[config.mk]
export PLATFORM = sky130hd
export DESIGN_NAME = trigger_select
export DESIGN_NICKNAME = d
export VERILOG_FILES = /design/src/side_ch_pkg.sv /design/src/trigger_select.sv
export SDC_FILE = /design/constraint.sdc
export NUM_CORES = 1
export LEC_CHECK = 0
export BUFFER_PORTS_ARGS = -buffer_cell sky130_fd_sc_hd__buf_4
export CAP_MARGIN = 0
export CORE_UTILIZATION = 30
export CTS_CLUSTER_SIZE = 10
export DETAILED_ROUTE_END_ITERATION = 10
export PLACE_DENSITY = 0.57
export SYNTH_ARGS = -nofsm -noshare
export SYNTH_HDL_FRONTEND = slang
export SYNTH_SLANG_ARGS = --single-unit
export TNS_END_PERCENT = 10
[constraint.sdc]
create_clock -name clk -period 2.9 [get_ports clk]
set_input_delay 0.29 -clock clk [delete_from_list [all_inputs] [get_ports clk]]
set_output_delay 0.29 -clock clk [all_outputs]
set_load 0.1 [all_outputs]
[src/side_ch_pkg.sv]
// side channel widths, limits, trigger/format/state/start enums, status and config structs
package side_ch_pkg;

	localparam int IQ_W = 16;
	localparam int TSF_W = 64;
	localparam int DMA_W = 64;
	localparam int GPIO_W = 8; // agc lock on top, gain below
	localparam int RSSI_W = 11; // signed, half dB steps
	localparam int CNT_W = 14;

	localparam int MAX_UDP_SYMBOLS = 8188; // 65507 byte udp payload / 8
	localparam int NUM_SYM_REG_ADDR = 2;

	typedef enum logic [3:0] {
		TRIG_FCS_ANY,
		TRIG_FCS_OK,
		TRIG_FCS_BAD,
		TRIG_RSSI_RISE,
		TRIG_RSSI_FALL,
		TRIG_AGC_UNLOCK,
		TRIG_AGC_LOCK,
		TRIG_GAIN_RISE,
		TRIG_GAIN_FALL,
		TRIG_TXBB_RISE,
		TRIG_TXBB_FALL,
		TRIG_TXRF_RISE,
		TRIG_TXRF_FALL,
		TRIG_IQ_ABOVE_TX
	} trig_sel_e;

	typedef enum logic {
		FMT_STATUS_IQ,
		FMT_DUAL_IQ
	} word_fmt_e;

	typedef enum logic [1:0] {
		CAP_WAIT,
		CAP_PREPARE,
		CAP_HEADER,
		CAP_STREAM
	} cap_state_e;

	typedef enum logic [1:0] {
		START_LOOPBACK,
		START_AUTO,
		START_EXT,
		START_OFF
	} start_mode_e;

	// I in the low half
	typedef struct packed {
		logic signed [IQ_W-1:0] q;
		logic signed [IQ_W-1:0] i;
	} iq_pair_t;

	typedef struct packed {
		logic [GPIO_W-1:0]        gpio_status;
		logic signed [RSSI_W-1:0] rssi_half_db;
		logic                     fcs_strobe;
		logic                     fcs_ok;
		logic                     tx_bb_ongoing;
		logic                     tx_rf_ongoing;
		logic                     tx_start;
	} rx_status_t;

	typedef struct packed {
		trig_sel_e         trig_sel;
		word_fmt_e         word_fmt;
		logic              free_run;
		logic [IQ_W-1:0]   iq_th; // low bits also rssi threshold
		logic [GPIO_W-2:0] gain_th;
		logic [CNT_W-1:0]  pre_len;
		logic [CNT_W-1:0]  len;
	} cap_cfg_t;

endpackage

[src/trigger_select.sv]
// trigger_select: edge and threshold detectors with registered trigger mux
module trigger_select import side_ch_pkg::*; (
	input  logic       clk,
	input  logic       rstn,
	input  logic       en,
	input  rx_status_t status,
	input  cap_cfg_t   cfg,
	input  iq_pair_t   iq1,
	output logic       trig
);

	typedef struct packed {
		logic fcs_any;
		logic fcs_good;
		logic fcs_bad;
		logic rssi_rise;
		logic rssi_fall;
		logic agc_unlock;
		logic agc_lock;
		logic gain_rise;
		logic gain_fall;
		logic txbb_rise;
		logic txbb_fall;
		logic txrf_rise;
		logic txrf_fall;
		logic iq_above;
	} trig_evt_t;

	rx_status_t               prev;
	trig_evt_t                evt;
	logic signed [RSSI_W-1:0] rssi_th;
	logic signed [RSSI_W-1:0] rssi_now;
	logic signed [RSSI_W-1:0] rssi_prev;
	logic [GPIO_W-2:0]        gain_now;
	logic [GPIO_W-2:0]        gain_prev;
	logic [IQ_W-1:0]          i_abs;

	assign rssi_th = $signed(cfg.iq_th[RSSI_W-1:0]);
	assign rssi_now = $signed(status.rssi_half_db);
	assign rssi_prev = $signed(prev.rssi_half_db);
	assign gain_now = status.gpio_status[GPIO_W-2:0];
	assign gain_prev = prev.gpio_status[GPIO_W-2:0];
	assign i_abs = iq1.i[IQ_W-1] ? (~iq1.i + 1'b1) : iq1.i;

	always_ff @(posedge clk) begin
		if (!rstn) begin
			prev <= '0;
			evt <= '0;
			trig <= 1'b0;
		end else begin
			if (en) begin
				prev <= status;
				evt.fcs_any <= status.fcs_strobe;
				evt.fcs_good <= status.fcs_strobe && status.fcs_ok;
				evt.fcs_bad <= status.fcs_strobe && !status.fcs_ok;
				evt.rssi_rise <= (rssi_prev < rssi_th) && (rssi_now >= rssi_th);
				evt.rssi_fall <= (rssi_prev >= rssi_th) && (rssi_now < rssi_th);
				evt.agc_unlock <= prev.gpio_status[GPIO_W-1] && !status.gpio_status[GPIO_W-1];
				evt.agc_lock <= !prev.gpio_status[GPIO_W-1] && status.gpio_status[GPIO_W-1];
				evt.gain_rise <= (gain_prev < cfg.gain_th) && (gain_now >= cfg.gain_th);
				evt.gain_fall <= (gain_prev >= cfg.gain_th) && (gain_now < cfg.gain_th);
				evt.txbb_rise <= !prev.tx_bb_ongoing && status.tx_bb_ongoing;
				evt.txbb_fall <= prev.tx_bb_ongoing && !status.tx_bb_ongoing;
				evt.txrf_rise <= !prev.tx_rf_ongoing && status.tx_rf_ongoing;
				evt.txrf_fall <= prev.tx_rf_ongoing && !status.tx_rf_ongoing;
				evt.iq_above <= prev.tx_bb_ongoing && (i_abs > cfg.iq_th); // own tx leaking in
			end

			if (!en) begin
				trig <= 1'b0;
			end else begin
				case (cfg.trig_sel)
					TRIG_FCS_ANY:     trig <= evt.fcs_any | cfg.free_run;
					TRIG_FCS_OK:      trig <= evt.fcs_good;
					TRIG_FCS_BAD:     trig <= evt.fcs_bad;
					TRIG_RSSI_RISE:   trig <= evt.rssi_rise;
					TRIG_RSSI_FALL:   trig <= evt.rssi_fall;
					TRIG_AGC_UNLOCK:  trig <= evt.agc_unlock;
					TRIG_AGC_LOCK:    trig <= evt.agc_lock;
					TRIG_GAIN_RISE:   trig <= evt.gain_rise;
					TRIG_GAIN_FALL:   trig <= evt.gain_fall;
					TRIG_TXBB_RISE:   trig <= evt.txbb_rise;
					TRIG_TXBB_FALL:   trig <= evt.txbb_fall;
					TRIG_TXRF_RISE:   trig <= evt.txrf_rise;
					TRIG_TXRF_FALL:   trig <= evt.txrf_fall;
					TRIG_IQ_ABOVE_TX: trig <= evt.iq_above;
					default:          trig <= 1'b0; // unused codes
				endcase
			end
		end
	end

	// stale edge flags must not leak out once capture is stopped
	a_trig_needs_en: assert property (@(posedge clk) disable iff (!rstn) !$past(en) |-> !trig)
		else $error("trig high after en was low");

endmodule

# Word level (Yosys, flattened, before mapping)
# Index checks and enable logic that the tools add are counted.
[word_totals] elab_cells=68 output_inout_bits=1 regBits=36 inputBits=116
[classes] n_eq_ne=13 add_sub_neg=1 n_lt_le_gt_ge=9 reduce_logical=22 bitwise_logic=2 mux=2
[ops] op="$eq 4x4->1 const B" count=6
[ops] op="$ge 11x11->1" count=2
[ops] op="$lt 11x11->1" count=2
[ops] op="$add 16x1->16 const B" count=1
[ops] op="$eq 4x3->1 const B" count=4
[ops] op="$gt 16x16->1" count=1
[ops] op="$mux 16" count=1
[ops] op="$not 16->16" count=1
[ops] op="$ge 7x7->1" count=2
[ops] op="$lt 7x7->1" count=2
[ops] op="$pmux 1 s14" count=1
[ops] op="$logic_and 1x1->1" count=13
[ops] op="$eq 4x2->1 const B" count=2
[ops] op="$logic_not 1->1" count=7
[ops] op="$eq 4x1->1 const B" count=1
[ops] op="$logic_not 4->1" count=1
[ops] op="$reduce_and 2->1" count=1
[ops] op="$or 1x1->1" count=1

# Logic depth before layout (Yosys ltp)
[depth] depth_word=5 ltp_mapped=13 mapped_depth_nobuf=13

# Worst setup path before layout
# OpenSTA, ideal clock, no wires.
[synth_timing] path_kind="input port to flip-flop" from="in iq1[0] in the netlist's numbering" to="reg evt[0] in the netlist's numbering" setup_time_ps=133 cell_stages=13 setup_slack_ps=74 arrival_ps=2692 path_cell_list="inv_1 -> ha_1 -> nand2_1 -> or3_4 -> or3_4 -> o41ai_4 -> xnor2_1 -> ha_1 -> and4_1 -> nand4_1 -> or3_1 -> nand4_1 -> o22ai_1"
[synth_via] elab_chain_cells=5
[synth_lines] element="start, declared" line="trigger_select.sv:8" text="input iq_pair_t iq1,"
[synth_lines] element="$not 16->16" line="trigger_select.sv:43" text="assign i_abs = iq1.i[IQ_W-1] ? (~iq1.i + 1'b1) : iq1.i;"
[synth_lines] element="$add 16x1->16" line="trigger_select.sv:43"
[synth_lines] element="$mux 16 *" line="trigger_select.sv:43"
[synth_lines] element="$gt 16x16->1 *" line="trigger_select.sv:66" text="evt.iq_above <= prev.tx_bb_ongoing && (i_abs > cfg.iq_th);"
[synth_lines] element="$logic_and 1x1->1 *" line="trigger_select.sv:66"
[synth_lines] element="end, declared" line="trigger_select.sv:30" text="trig_evt_t evt;"
# Mark *: on every way between the ends. The rest lies on a longest branch, timed or not.
# A chain may end at the register's enable or synchronous reset.

# Worst setup path after layout
# Same ends and word-level chain as after synthesis.

==> results.py <==
metrics = {
    "worst_hold_path": {
        "hold_path.class": "primary input to register",
        "worstHoldPathCells": 2,
    },
    "worst_setup_path": {
        "path_class": "primary input to register",
        "regToRegSetupSlack_ps": 890,
        "crit_required_ps": 3060,
        "timing.critical_path.max_delay_family": "simple AND/OR/NAND/NOR gates",
        "cp.arrival_ps": 2940,
        "worstSetupPathDepth": 15,
        "end_kind": "register",
        "r2r_cells": 7,
        "slowest_delay_ps": 420,
        "crit_buf_inv": 3,
        "worstPathMaxFanout": 4,
        "slowest_stage": "or3_4",
        "worstSetupStartpointType": "primary input",
        "cp_cell_sequence": "buf_4 > inv_2 > ha_4 > nand2_2 > or3_4 > or3_4 > o41ai_4 > xnor2_1 > ha_1 > buf_4 > a21oi_2 > nand2_1 > a221oi_2 > o21a_1 > o22ai_1",
    },
    "synth": {
        "synth-seq-cells": 36,
        "syn_area_um2": 2990,
        "async_reset_ff_share_pct": 0,
        "synth_nets": 511,
        "synth_most_common_cell": "ha_1",
        "synthAdderAreaFrac_pct": 22.2,
        "ys_warn_count": 0,
        "synth_mux_area_share_pct": 8.87,
        "synth-compound-area-share_pct": 15.9,
        "synth_top_family_by_area": "adder cells",
        "yosys.area.top_type": "dfxtp_1",
        "avgSynthCellArea_um2": 8.74,
        "yosysSeqAreaShare_pct": 24.1,
        "synth-main-ff-cell": "dfxtp_1",
        "synth_cells": 342,
        "synth_cell_types": 49,
        "synth_edf_count": 0,
        "yosys.area_share.simple_pct": 19.3,
        "synth_common_cells": "ha_1 (53), dfxtp_1 (36), inv_1 (34)",
        "synth-xor-area-share_pct": 3.81,
        "synth_area_leaders": "dfxtp_1 (24%), ha_1 (22%), mux2i_1 (7.4%), nor2b_1 (5.4%), inv_1 (4.3%)",
        "synth_top_area_share_pct": 24.1,
    },
    "detailed_routing": {
        "num_vias": 2684,
        "dr.pass1.iters": 4,
        "drtAntennaViolNets": 0,
        "wl_mm": 7.04,
        "wl_per_cell_um": 12.7,
        "via_per_inst": 4.84,
        "drt-initial-drc-count": 46,
        "drcViolationCount": 0,
    },
    "grt": {
        "grt_pass1_wl_mm": 11.9,
        "grt_max_degree": 40,
        "overflow": 0,
        "antenna_found_initial": 0,
        "grt_usage_pct": 14.6,
        "grt_pass1_vias": 2732,
    },
    "timing": {
        "finalSetupViolations": 0,
        "fmax_ghz": 0.360,
        "finalSetupTns_ps": 0,
        "worstMarginPinSlew_ps": 522,
        "slew_headroom_pct": 64.3,
        "whs_ps": 177,
        "finClkSkew_ps": 2.87,
        "drv_slew": 0,
        "fin_crit_sh_pct": 95.8,
        "fin_crit_ps": 2780,
        "hold_violations": 0,
        "rsz0062_at_grt": "false",
    },
    "clocking": {
        "cts_root_buffer": "clkbuf_8",
        "cts.sinks": 36,
        "worstSkewPairLatency_ps": 290,
        "numCtsBuffers": 5,
        "holdBufCountCts": 0,
        "clkTransAtPathRegs_ps": 70,
        "cts_tree": "yes",
        "clk_path_buf_depth": 2,
        "cts-htree-levels": 2,
    },
    "finish": {
        "fin_util_pct": 39.9,
        "finalNetCount": 590,
        "n_antenna_cell": 0,
        "stdcell_area_um2": 3880,
        "syn_to_final_growth_pct": 29.8,
        "drive_above_1_share_pct": 25.4,
    },
    "run_status": {
        "status": "finished, final reports clean",
    },
    "floorplanning": {
        "pin_count": 117,
        "dieArea_um2": 10400,
        "fp.coreArea_um2": 9730,
        "initial_core_util_pct": 30.7,
        "die_h_um": 102,
        "row_count": 36,
        "die_width_um": 102,
    },
    "power": {
        "leakage_nw": 1.81,
        "intPower_uw": 990,
        "swShare_pct": 28.8,
        "switchingPower_uw": 400,
        "pwr-share-seq_pct": 38.6,
        "p_clk_share_pct": 31.9,
        "p_comb_share_pct": 29.5,
        "power_density_nw_per_um2": 358,
        "vdd_drop_max_v": 0.000235,
    },
    "placement": {
        "io_buffers": 70,
        "hpwl_mm": 5.73,
        "gp_congestion": 0.783,
        "placed_cell_area_um2": 3730,
    },
    "flow_run": {
        "drv_cap": 0,
    },
}
==> registers in the layout (all words and copies together) (netlist names) <==
| register | cells |
|---|---|
| gain_prev | 7 |
| rssi_prev | 11 |
| trig | 1 |
| evt | 14 |
| prev | 3 |
==> logic make-up after synthesis <==
| logic type | after synthesis |
|---|---|
| AND/OR/NAND/NOR | 103 |
| AO/OA/AOI/OAI | 68 |
| adder cells (fa/ha/maj) | 53 |
| buffers and inverters | 45 |
| flip-flops | 36 |
| multiplexers | 24 |
| XOR/XNOR | 13 |
==> layer usage <==
metal	track usage (%)	share of wire [%]	wire, µm	vias to the layer above
met3	2.26	5.3	375	8
li1	-	-	-	1383
met4	4.40	1.1	79	0
met5	0	0	0	-
met2	26.8	48	3410	71
met1	17.5	45	3170	1222
==> repair_timing <==
item	4_1_cts	5_1_grt
pin swaps	6	2
resized for setup	4	7
endpoints found under the setup margin	1	1
buffers inserted	0	0
==> power groups by stage <==
stage	Combinational (mW)	Sequential [mW]	Clock, mW
after floorplan	0.238	0.548	0
after global placement	0.395	0.547	0
after detailed placement	0.404	0.548	0
after CTS	0.412	0.536	0.457
after global routing	0.468	0.539	0.481
final	0.411	0.536	0.443
==> cell usage in the layout (no fill, tap or decap), types with 3 or more instances in the layout <==
cell type	instances
nor2_1	6
clkbuf_8	5
nand3b_1	4
o21a_1	3
a211oi_1	4
a21o_1	4
nand4_1	8
a21oi_1	14
and2_1	3
o22ai_1	4
nand3_1	9
o21ai_0	13
dfxtp_1	36
nand2_1	25
xnor2_1	13
ha_1	52
inv_1	32
nand2b_1	3
nor2b_1	26
buf_4	83
or3_4	4
a21boi_0	5
o211ai_1	4
mux2i_1	22
nor3_1	3
==> area by class of cell <==
type,instances,area (µm²)
sequential,36,721
multi-input combinational,261,2140
timing repair buffer,83,623
inverter,34,128
clock inverter,2,35.0
tap,133,166
clock buffer,6,72.6
fill,1060,5850
==> through the flow <==
stage               cells  setup WS [ps]  power, mW
CTS                   555           20.2       1.41
floorplan             342           74.5      0.785
global placement      547           -278      0.942
detailed placement    547           -330      0.952
global route          555           8.46       1.49
finish                555            122       1.39
==> worst paths after layout <==
check,startpoint,end
setup / recovery,iq1[0],evt[0]
hold / removal,cfg[55],trig
setup reg to reg,gain_prev[1],evt[5]
hold reg to reg,evt[7],evt[7]
==> worst register-to-register path, delay by kind of cell, from the launching register on <==
kind	cells	cell delay, ps
flip-flops	1	320
AND/OR/NAND/NOR	1	130
adder cells (fa/ha/maj)	1	280
AO/OA/AOI/OAI	5	1180
(Power assumes the default switching activity.)
