## config.mk

```make
export PLATFORM = sky130hd
export DESIGN_NAME = dma_out_mux
export DESIGN_NICKNAME = d
export VERILOG_FILES = /design/src/side_ch_pkg.sv /design/src/dma_out_mux.sv
export SDC_FILE = /design/constraint.sdc
export NUM_CORES = 1
export LEC_CHECK = 0
export ABC_AREA = 1
export BUFFER_PORTS_ARGS = -buffer_cell sky130_fd_sc_hd__buf_2
export CAP_MARGIN = 20
export CORE_AREA = 2 2 82 84
export CTS_CLUSTER_DIAMETER = 40
export CTS_CLUSTER_SIZE = 30
export DETAILED_ROUTE_END_ITERATION = 6
export DIE_AREA = 0 0 84 86
export PLACE_DENSITY = 0.61
export SYNTH_ARGS = -nofsm -noshare
export SYNTH_HDL_FRONTEND = slang
export SYNTH_SLANG_ARGS = --single-unit
```

## constraint.sdc

```tcl
create_clock -name clk -period 1.2 [get_ports clk]
set_clock_uncertainty 0.15 [all_clocks]
set_input_delay 0.06 -clock clk [delete_from_list [all_inputs] [get_ports clk]]
set_output_delay 0.06 -clock clk [all_outputs]
set_load 0.1 [all_outputs]
```

## src/side_ch_pkg.sv

```systemverilog
// side channel widths, limits, trigger/format/state/start enums, status and config structs
package side_ch_pkg;

	localparam int IQ_W = 16;
	localparam int TSF_W = 64;
	localparam int DMA_W = 64;
	localparam int GPIO_W = 8; // agc lock on top, gain below
	localparam int RSSI_W = 11; // signed, half dB steps
	localparam int CNT_W = 14;

	localparam int MAX_UDP_SYMBOLS = 8188; // 65507 byte udp payload / 8
	localparam int NUM_SYM_REG_ADDR = 2;

	typedef enum logic [3:0] {
		TRIG_FCS_ANY,
		TRIG_FCS_OK,
		TRIG_FCS_BAD,
		TRIG_RSSI_RISE,
		TRIG_RSSI_FALL,
		TRIG_AGC_UNLOCK,
		TRIG_AGC_LOCK,
		TRIG_GAIN_RISE,
		TRIG_GAIN_FALL,
		TRIG_TXBB_RISE,
		TRIG_TXBB_FALL,
		TRIG_TXRF_RISE,
		TRIG_TXRF_FALL,
		TRIG_IQ_ABOVE_TX
	} trig_sel_e;

	typedef enum logic {
		FMT_STATUS_IQ,
		FMT_DUAL_IQ
	} word_fmt_e;

	typedef enum logic [1:0] {
		CAP_WAIT,
		CAP_PREPARE,
		CAP_HEADER,
		CAP_STREAM
	} cap_state_e;

	typedef enum logic [1:0] {
		START_LOOPBACK,
		START_AUTO,
		START_EXT,
		START_OFF
	} start_mode_e;

	// I in the low half
	typedef struct packed {
		logic signed [IQ_W-1:0] q;
		logic signed [IQ_W-1:0] i;
	} iq_pair_t;

	typedef struct packed {
		logic [GPIO_W-1:0]        gpio_status;
		logic signed [RSSI_W-1:0] rssi_half_db;
		logic                     fcs_strobe;
		logic                     fcs_ok;
		logic                     tx_bb_ongoing;
		logic                     tx_rf_ongoing;
		logic                     tx_start;
	} rx_status_t;

	typedef struct packed {
		trig_sel_e         trig_sel;
		word_fmt_e         word_fmt;
		logic              free_run;
		logic [IQ_W-1:0]   iq_th; // low bits also rssi threshold
		logic [GPIO_W-2:0] gain_th;
		logic [CNT_W-1:0]  pre_len;
		logic [CNT_W-1:0]  len;
	} cap_cfg_t;

endpackage

```

## src/dma_out_mux.sv

```systemverilog
// dma_out_mux: start mode select and auto start on num-symbol register write
module dma_out_mux import side_ch_pkg::*; (
	input  logic             clk,
	input  logic             rstn,
	input  start_mode_e      start_mode,
	input  logic             ext_trigger,
	input  logic             reg_wr,
	input  logic [4:0]       reg_addr,
	input  logic [DMA_W-1:0] data_to_pl,
	input  logic             emptyn_to_pl,
	input  logic             s_axis_tlast,
	input  logic [DMA_W-1:0] cap_word,
	input  logic             cap_valid,
	output logic [DMA_W-1:0] data_to_ps,
	output logic             data_to_ps_valid,
	output logic             pl_ask_data,
	output logic             start_1trans
);

	logic [2:0] wr_hist; // num-symbol write seen, oldest on top
	logic       auto_start;

	always_ff @(posedge clk) begin
		if (!rstn) begin
			wr_hist <= '0;
		end else begin
			wr_hist <= {wr_hist[1:0], reg_wr && (reg_addr == 5'(NUM_SYM_REG_ADDR))};
		end
	end

	assign auto_start = wr_hist[1] && !wr_hist[2];

	always_comb begin
		data_to_ps = '0;
		data_to_ps_valid = 1'b0;
		pl_ask_data = 1'b0;
		start_1trans = 1'b0;
		case (start_mode)
			START_LOOPBACK: begin
				data_to_ps = data_to_pl;
				data_to_ps_valid = emptyn_to_pl;
				pl_ask_data = 1'b1;
				start_1trans = s_axis_tlast;
			end
			START_AUTO: begin
				data_to_ps = cap_word;
				data_to_ps_valid = cap_valid;
				start_1trans = auto_start;
			end
			START_EXT: begin
				data_to_ps = cap_word;
				data_to_ps_valid = cap_valid;
				start_1trans = ext_trigger;
			end
			START_OFF: ; // all zero
		endcase
	end

endmodule

```

Word level (Yosys, flattened, before mapping):

Index checks and enable logic that the tools add are counted.

* bits in registers: 3
* input port bits: 142

* eq/ne operators: 3
* mux-type cells: 4
* reductions and logical operators: 5

Operators with widths (count)
* $pmux W64 S2: 1
* $eq A5 B2 Y1 const B: 1
* $pmux W1 S3: 1
* $eq A2 B1 Y1 const B: 1
* $eq A2 B2 Y1 const B: 1
* $logic_and A1 B1 Y1: 2
* $logic_not A2 Y1: 1
* $pmux W1 S2: 1
* $reduce_or A2 Y1: 1
* $logic_not A1 Y1: 1
* $mux W1: 1

Depth between registers and ports, before layout:

Gate-level depths: netlist (run 1).

* word-level depth: 3
* gate-level depth with buffers: 7
* mapped depth without buffers: 6

Worst setup path after synthesis (run 1):

Ideal clock, no wire load.

* path kind: input-to-output
* start: input start_mode[0]
* end: output data_to_ps[14]
* arrival time: 2933 ps
* data required time: 990 ps
* slack: -1943 ps
* stages: 6
* buffers on the path: 2
* cells stage by stage: inv_1 -> ha_1 -> buf_4 -> buf_4 -> nand2_1 -> a21oi_1

* longest elaborated chain between the ends: 3
* elaborated cells between the ends (all ways): 5

RTL lines
* start: declaration: RTL line dma_out_mux.sv:5 `input start_mode_e start_mode,`
* $eq A2 B2 Y1 or $eq A2 B1 Y1 (tied branches): RTL line dma_out_mux.sv:38 `case (start_mode)`
* $reduce_or A2 Y1 (no source line)
* $pmux W64 S2 *: RTL line dma_out_mux.sv:38
* end: declaration: RTL line dma_out_mux.sv:14 `output logic [DMA_W-1:0] data_to_ps,`

Every way passes the cells marked *; elsewhere a longest branch is shown, timed or not.

Worst setup path after layout (run 1):

* start: input start_mode[1]
* end: output data_to_ps[37]

The elaborated chain is that of the path after synthesis.

==> run_results.csv, run 1 <==
group,metric,value,unit
sta,rsz0062_at_grt,"true",
sta,hold_viol,0,
final_layout,regMostFlops,"wr_hist",
pwr,finalPower,4.44,mW
synth,async_flop_share,0,%
setup_path,startpoint,"start_mode[1]",
setup_path,worstReg2RegStart,"wr_hist[1]",
synth,yosysTopAreaCell,"nand2_1",
floorplanning,die_width,84,µm
setup_path,crit_fanout,8,
place,gp_congestion,0.799,
setup_path,critPathKind,"input port to output port",
pwr,power_leakage,2.17,nW
synth,synth-seq-cells,3,
setup_path,arrival,1.20,ns
synth,synth.top_cell.area_share,45.5,%
hold_path,min_path_type,"register to register",
grt,grt_pass1_vias,2938,
synth,synthTopCellsByArea,"nand2_1, a21oi_1, buf_2, dfxtp_1, ha_1",
synth,syn_inst,240,
setup_path,cp_slowest_cell,"ha_4",
synth,syn_avg_cell_area,4.64,µm²
synth,ys_seq_area_share,5.39,%
route,drc,0,
pwr,max-vdd-ir-drop,0.651,mV
setup_path,crit_family,"buffers and inverters",
hold_path,hold_start,"wr_hist[0]",
synth,synth_warnings,0,
route,antenna_left,0,
setup_path,worst-path-buf-inv,5,
floorplanning,die-area,0.00722,mm²
place,hpwl,6.00,mm
final_layout,syn2layout_area_growth,347,%
pwr,p_per_area,891,mW/mm²
setup_path,cp-end-kind,"output port",
grt,grt_max_degree,21,
final_layout,final_nets,618,
final_layout,diodes,0,
synth,synth.most_common_cell,"nand2_1",
clock_network,cts_num_sinks,3,
sta,clock.fmax,710,MHz
floorplanning,initial_core_util,17.7,%
sta,max_slew.worst_pin.slew,0.152,ns
route,drt-total-wl,9.25,mm
final_layout,largestRegisters,"wr_hist x3",
grt,antenna_found_initial,0,
clock_network,htree_levels,1,
grt,grt_usage,24.4,%
grt,grt_overflow_total,0,
clock_network,clock_latency,0.22,ns
sta,setup_slack,-0.208,ns
floorplanning,row_count,29,
final_layout,final_cells,548,
setup_path,required,0.99,ns
sta,period_minus_slack,1.41,ns
sta,drv_slew,0,
floorplanning,io_pins,209,
route,wl_per_cell,16.9,µm
floorplanning,core,0.00628,mm²
sta,min_period_over_period,117,%
clock_network,cts_root_buf,"clkbuf_8",
synth,synth-edff-count,0,
place,dp_cells,519,
setup_path,crit_top_cell,"buf_12",
clock_network,clkTransAtPathRegs,0.03,ns
sta,setup_viol,66,
synth,synth_common_cells,"nand2_1, a21oi_1, buf_2",
final_layout,largest_reg_flops,3,
setup_path,start_kind,"input port",
route,vias_per_cell,4.76,
grt,grt_pass1_wl,14.1,mm
route,vias,2607,
place,port_buffers,208,
clock_network,cts_tree,"yes",
synth,synth_nets,386,
clock_network,cts_buffer_depth,2,
status,status,"finished, violations left",
synth,syn-cell-area,0.00111,mm²
status,violations,"negative setup slack",
floorplanning,die_y,86,µm
setup_path,cpPeakStageDelay,0.29,ns
final_layout,drive_above_1_share,79.2,%
synth,synth_cell_type_count,11,
clock_network,cts-buffers-inserted,3,
setup_path,path_cells,"buf_12 > inv_12 > ha_4 > buf_12 > buf_12 > nand2_2 > a21oi_4 > buf_12",
route,drt-pass1-iter-count,4,
synth,ys.flop_type,"dfxtp_1",
flow_run,maxCapViolCount,0,
route,first_iter_violations,52,
sta,slew_headroom,89.9,%
==> path summary, 6_finish.rpt <==
kind	cells after the start	endpoint	slack [ns]
hold reg to reg	2	wr_hist[1]	0.30
setup / recovery	8	data_to_ps[37]	-0.21
hold / removal	2	wr_hist[1]	0.30
setup reg to reg	2	wr_hist[2]	0.53
==> report_power, final <==
part / total, mW / internal [mW] / switching (mW)
combinational: 4.04 / 1.58 / 2.46
sequential: 0.101 / 0.101 / 0.000169
clock: 0.301 / 0.227 / 0.0740
total: 4.44 / 1.91 / 2.53
==> timing repair <==
item	CTS	global route
endpoints found under the hold margin	3	0
gates cloned	8	3
buffers inserted	6	1
hold buffers	7	0
setup endpoints to repair	66	66
pin swaps	44	34
resized for setup	65	32
==> metrics by stage <==
step                hold slack (ns)  setup TNS [ns]  utilization [%]  setup WS [ns]  area, µm²
floorplan                   0.00345          -24.86                -         -0.409       1950
global placement              0.130          -14.43             66.6         -0.252       4180
detailed placement            0.131          -15.64             66.6         -0.290       4180
CTS                           0.279          -10.98             76.5         -0.207       4800
global route                  0.316          -14.15             79.4         -0.244       4980
finish                        0.302          -11.95             79.4         -0.208       4980
==> cell usage in the layout, fill, tap and decap left out <==
master | Yosys | layout
inv_1 | 6 | 4
ha_4 | 0 | 2
buf_12 | 0 | 77
clkbuf_1 | 3 | 1
buf_6 | 0 | 4
ha_1 | 4 | 2
dlygate4sd3_1 | 0 | 7
buf_16 | 0 | 11
nand2_1 | 135 | 76
buf_8 | 0 | 1
nor2_1 | 2 | 2
buf_4 | 6 | 6
buf_2 | 12 | 139
inv_6 | 0 | 1
nand3_1 | 1 | 1
clkbuf_16 | 0 | 3
clkbuf_8 | 0 | 3
dfxtp_1 | 3 | 3
nand2_4 | 0 | 24
nand2_2 | 0 | 35
nand3b_1 | 2 | 2
inv_12 | 0 | 1
a21oi_4 | 0 | 66
==> layer usage <==
layer / GRT usage, % / share of wire, % / vias to the layer above
li1: - / - / 1235
met1: 23.9 / 33 / 1220
met2: 51.5 / 58 / 130
met3: 4.81 / 6.4 / 22
met4: 5.72 / 2.3 / 0
met5: 0 / 0 / -
==> cell families (layout without fill, tap and decap cells) <==
group	count (synthesis)	count (layout)	synth area share [%]
adders and majority gates	4	4	4.49
buffers and inverters	27	258	12.5
DFF	3	3	5.39
and+or+nand+nor	140	140	48.0
AOI/OAI and AO/OA	66	66	29.7
==> worst min-delay path, stage by stage, from the launching register on <==
cell     delay (ns)
dfxtp_1        0.30
nand2_1        0.07
inv_1          0.04
==> cell type report <==
type / count / area, µm²
Timing Repair Buffer: 248 / 2790
Multi-Input combinational cell: 210 / 1950
Fill cell: 375 / 1290
Tap cell: 77 / 96.3
Sequential cell: 3 / 60.1
Clock buffer: 4 / 45.0
Inverter: 6 / 40.0
Note: power is estimated with default switching activity, not from simulation.
==> run 2, diff against run 1 <==
--- a/config.mk
+++ b/config.mk
@@ -13,7 +13,7 @@
 export CTS_CLUSTER_SIZE = 30
 export DETAILED_ROUTE_END_ITERATION = 6
 export DIE_AREA = 0 0 84 86
-export PLACE_DENSITY = 0.61
+export PLACE_DENSITY_LB_ADDON = 0.05
 export SYNTH_ARGS = -nofsm -noshare
 export SYNTH_HDL_FRONTEND = slang
 export SYNTH_SLANG_ARGS = --single-unit
==> run_results.csv, run 2 (same netlist as run 1, synthesis figures left out) <==
group,metric,value,unit
clock_network,cts_num_sinks,3,
clock_network,cts_buffer_depth,2,
sta,drv_slew,0,
final_layout,largest_reg_flops,3,
final_layout,drive_above_1_share,79.9,%
sta,rsz0062_at_grt,"true",
sta,period_minus_slack,1.42,ns
route,first_iter_violations,37,
final_layout,largestRegisters,"wr_hist x3",
route,vias,2510,
grt,grt_pass1_wl,12.8,mm
sta,setup_viol,66,
final_layout,final_common_cell,"buf_2",
sta,hold_viol,0,
final_layout,layout_common_cells,"buf_2, buf_12, nand2_1, a21oi_4, nand2_2",
setup_path,start_kind,"input port",
setup_path,arrival,1.21,ns
grt,grt_pass1_vias,2734,
floorplanning,initial_core_util,17.7,%
grt,grt_max_degree,23,
sta,min_period_over_period,118,%
clock_network,cts_root_buf,"clkbuf_8",
route,wl_per_cell,14.3,µm
clock_network,cts_tree,"yes",
place,gp_congestion,0.750,
grt,grt_overflow_total,0,
sta,hold_ws,0.254,ns
floorplanning,io_pins,209,
floorplanning,core,0.00628,mm²
place,port_buffers,208,
grt,grt_usage,21.3,%
sta,clock.fmax,704,MHz
sta,setup_slack,-0.221,ns
final_layout,final_nets,619,
final_layout,fin_area,0.00488,mm²
clock_network,cts-buffers-inserted,3,
route,vias_per_cell,4.57,
sta,max_slew.worst_pin.slew,0.287,ns
floorplanning,die_width,84,µm
final_layout,syn2layout_area_growth,338,%
final_layout,regMostFlops,"wr_hist",
place,placed_area,0.00423,mm²
setup_path,critPathKind,"input port to output port",
route,drt-total-wl,7.86,mm
pwr,power_leakage,2.14,nW
setup_path,cp-end-kind,"output port",
pwr,p_per_area,896,mW/mm²
floorplanning,row_count,29,
status,violations,"negative setup slack",
status,status,"finished, violations left",
flow_run,maxCapViolCount,0,
clock_network,clock_latency,0.21,ns
route,drc,0,
pwr,max-vdd-ir-drop,0.819,mV
place,hpwl,5.88,mm
sta,slew_headroom,80.8,%
route,antenna_left,0,
floorplanning,die_y,86,µm
setup_path,crit_fanout,7,
hold_path,min_path_type,"register to register",
clock_network,htree_levels,1,
clock_network,clkTransAtPathRegs,0.03,ns
setup_path,required,0.99,ns
sta,final.setup.tns,-12.47,ns
final_layout,diodes,0,
floorplanning,die-area,0.00722,mm²
grt,antenna_found_initial,0,
route,drt-pass1-iter-count,4,
==> run 2: cell count changes in the layout (fill, tap and decap cells not counted) <==
cell,change
dfxtp_2,+1
nand3_1,-1
clkbuf_16,-3
buf_12,+3
buf_16,-6
nand3_2,+1
nand2_1,-1
buf_8,+1
nand2_2,-1
dfxtp_1,-1
nand2_4,+2
buf_4,+6
==> run 2: critical path, stage by stage <==
cell	delay [ns]
buf_12	0.09
inv_12	0.03
ha_4	0.27
buf_6	0.10
buf_6	0.11
buf_12	0.14
nand2_2	0.07
a21oi_4	0.14
buf_12	0.19
==> run 2: per-stage QoR <==
stage	worst slack (ns)	utilization, %	total power, mW	instances
6_report	-0.221	77.8	4.37	549
5_1_grt	-0.261	77.8	4.52	549
4_1_cts	-0.215	77.2	4.38	548
3_5_place_dp	-0.255	67.4	3.74	524
3_3_place_gp	-0.243	67.4	3.71	524
2_1_floorplan	-0.409	-	2.38	240
==> run 2: power breakdown <==
group | internal, mW | switching, mW | total [mW]
clock network | 0.226 | 0.0640 | 0.290
logic | 1.56 | 2.42 | 3.98
registers | 0.101 | 0.000124 | 0.101
==> run 2: cell type report <==
class | count | area [µm²]
sequential | 3 | 61.3
inverter | 6 | 40.0
clock buffer | 4 | 45.0
timing repair buffer | 249 | 2670
fill | 456 | 1400
tap | 77 | 96.3
multi-input combinational | 210 | 1970
==> run 2: timing repair <==
item | in CTS | in global routing
endpoints found under the hold margin | 3 | 0
setup buffers | 8 | 1
resized for setup | 91 | 7
cloned | 5 | 0
hold buffers | 7 | 0
setup endpoints to repair | 66 | 66
pin swaps | 46 | 4
==> run 2: final timing paths <==
path                    endpoint  slack, ns  cells past startpoint          start
hold reg to reg       wr_hist[1]       0.25                      2     wr_hist[0]
hold / removal        wr_hist[1]       0.25                      2     wr_hist[0]
setup reg to reg      wr_hist[2]       0.56                      2     wr_hist[1]
setup / recovery  data_to_ps[53]      -0.22                      9  start_mode[1]
==> run 2: routing by layer <==
metal	vias to the layer above	routed length (µm)	global-route usage, %
met5	-	0	0
met4	0	62	2.49
met3	6	502	3.85
met2	116	4530	44.3
met1	1152	2760	22.8
li1	1236	-	-
==> run 3, diff against run 2 <==
--- a/config.mk
+++ b/config.mk
@@ -8,11 +8,12 @@
 export ABC_AREA = 1
 export BUFFER_PORTS_ARGS = -buffer_cell sky130_fd_sc_hd__buf_2
 export CAP_MARGIN = 20
-export CORE_AREA = 2 2 82 84
+export CORE_AREA = 2 2 80 82
+export CTS_BUF_LIST = sky130_fd_sc_hd__clkbuf_4 sky130_fd_sc_hd__clkbuf_8
 export CTS_CLUSTER_DIAMETER = 40
 export CTS_CLUSTER_SIZE = 30
 export DETAILED_ROUTE_END_ITERATION = 6
-export DIE_AREA = 0 0 84 86
+export DIE_AREA = 0 0 82 84
 export PLACE_DENSITY_LB_ADDON = 0.05
 export SYNTH_ARGS = -nofsm -noshare
 export SYNTH_HDL_FRONTEND = slang
==> run_results.csv, run 3 (same netlist as run 1, synthesis figures left out) <==
group,metric,value,unit
status,status,"finished, violations left",
status,violations,"negative setup slack",
final_layout,final_nets,619,
hold_path,hold_start,"wr_hist[0]",
route,wl_met1,2.64,mm
sta,max_slew.worst_pin.slew,0.267,ns
clock_network,cts_buffer_depth,2,
clock_network,clock_latency,0.22,ns
setup_path,rr_worst_depth,2,
pwr,power_leakage,2.13,nW
hold_path,holdPathStages,2,
clock_network,htree_levels,1,
floorplanning,core,0.00610,mm²
grt,grt_pass1_vias,2695,
floorplanning,die-area,0.00689,mm²
route,drc,0,
hold_path,min_path_type,"register to register",
flow_run,maxCapViolCount,0,
setup_path,crit-reg2reg-capture,"wr_hist[2]",
clock_network,cts_num_sinks,3,
final_layout,largest_reg_flops,3,
route,wl_met3,651,µm
route,drt-total-wl,8.16,mm
route,vias,2515,
grt,grt_pass1_wl,12.6,mm
grt,grt_max_degree,24,
sta,hold_viol,0,
route,first_iter_violations,41,
setup_path,cp-end-kind,"output port",
grt,grt_usage,23.2,%
grt,antenna_found_initial,0,
route,wl_per_cell,14.9,µm
sta,min_period_over_period,117,%
setup_path,worst-path-buf-inv,5,
route,antenna_left,0,
final_layout,drive_above_1_share,79.9,%
final_layout,post-route-util,79.6,%
setup_path,path_cells,"buf_12 > inv_12 > ha_4 > buf_6 > clkbuf_16 > nand2_2 > a21oi_4 > buf_12",
final_layout,syn2layout_area_growth,336,%
sta,setup_viol,66,
sta,setup_slack,-0.209,ns
pwr,p_per_area,900,mW/mm²
setup_path,critPathKind,"input port to output port",
clock_network,cts_tree,"yes",
route,drt-pass1-iter-count,5,
floorplanning,die_y,84,µm
route,dr_wl_met2,4.67,mm
floorplanning,die_width,82,µm
clock_network,cts_root_buf,"clkbuf_8",
route,vias_per_cell,4.58,
setup_path,crit_family,"buffers and inverters",
sta,drv_slew,0,
setup_path,start_kind,"input port",
pwr,finalPower,4.37,mW
clock_network,clkTransAtPathRegs,0.03,ns
sta,hold_ws,0.259,ns
floorplanning,row_count,29,
setup_path,rrSetupSlack,0.56,ns
setup_path,worstReg2RegStart,"wr_hist[1]",
place,port_buffers,208,
clock_network,cts-buffers-inserted,3,
final_layout,largestRegisters,"wr_hist x3",
sta,rsz0062_at_grt,"true",
setup_path,cp_slowest_cell,"ha_4",
route,top_layer_used,"met4",
setup_path,required,0.99,ns
place,gp_congestion,0.787,
sta,clock.fmax,710,MHz
sta,final.setup.tns,-10.64,ns
floorplanning,initial_core_util,18.3,%
floorplanning,io_pins,209,
setup_path,crit_fanout,7,
setup_path,cpPeakStageDelay,0.31,ns
final_layout,regMostFlops,"wr_hist",
setup_path,arrival,1.20,ns
sta,slew_headroom,82.2,%
setup_path,crit_top_cell,"buf_12",
final_layout,diodes,0,
final_layout,final_common_cell,"buf_2",
grt,grt_overflow_total,0,
place,hpwl,5.90,mm
pwr,max-vdd-ir-drop,0.718,mV
sta,period_minus_slack,1.41,ns
final_layout,layout_common_cells,"buf_2, buf_12, nand2_1, a21oi_4, nand2_2",
hold_path,whs_endpoint,"wr_hist[1]",
==> run 3: cell count changes in the layout (fill, tap and decap cells not counted), sizes merged <==
cell | previous run | this run
buf | 242 | 241
clkbuf | 4 | 5
==> run 3: power breakdown <==
part / switching, mW / internal (mW)
registers: 0.000121 / 0.101
logic: 2.42 / 1.52
clock network: 0.0705 / 0.249
==> run 3: worst max path at each step <==
| stage | endpoint | slack, ns | from | cells after the start |
|---|---|---|---|---|
| 2_1_floorplan | data_to_ps[14] | -0.41 | start_mode[1] | 6 |
| 3_3_place_gp | data_to_ps[32] | -0.25 | start_mode[1] | 7 |
| 3_5_place_dp | data_to_ps[41] | -0.26 | start_mode[1] | 7 |
| 4_1_cts | data_to_ps[38] | -0.20 | start_mode[1] | 8 |
| 5_1_grt | data_to_ps[43] | -0.26 | start_mode[1] | 8 |
| 6_report | data_to_ps[42] | -0.21 | start_mode[1] | 8 |
==> run 3: final cells by class <==
cell class,count,area (µm²)
Clock buffer,4,48.8
Multi-Input combinational cell,210,1980
Timing Repair Buffer,249,2630
Inverter,6,40.0
Fill cell,412,1240
Tap cell,77,96.3
Sequential cell,3,60.1
==> run 3: worst register-to-register path: stages (launching register included) <==
cell and delay (ns):
dfxtp_1 0.30, nand2_1 0.05, inv_1 0.03
==> run 3: what timing repair did <==
action / in CTS / in global routing
gates resized for setup: 76 / 23
hold endpoints to repair: 3 / 0
setup endpoints to repair: 66 / 66
setup buffers: 7 / 2
cloned: 5 / 1
pin swaps: 57 / 16
hold buffers: 7 / 0
==> run 3: layer usage <==
metal | track usage (%) | vias up
li1 | - | 1233
met1 | 22.0 | 1137
met2 | 46.9 | 123
met3 | 5.74 | 22
met4 | 6.21 | 0
met5 | 0 | -
==> run 3: metrics by stage <==
| stage | instance area [µm²] | setup WS [ns] | instances |
|---|---|---|---|
| 6_report | 4850 | -0.209 | 549 |
| 5_1_grt | 4850 | -0.256 | 549 |
| 4_1_cts | 4760 | -0.201 | 547 |
| 3_5_place_dp | 4210 | -0.260 | 524 |
| 3_3_place_gp | 4210 | -0.247 | 524 |
| 2_1_floorplan | 1950 | -0.409 | 240 |
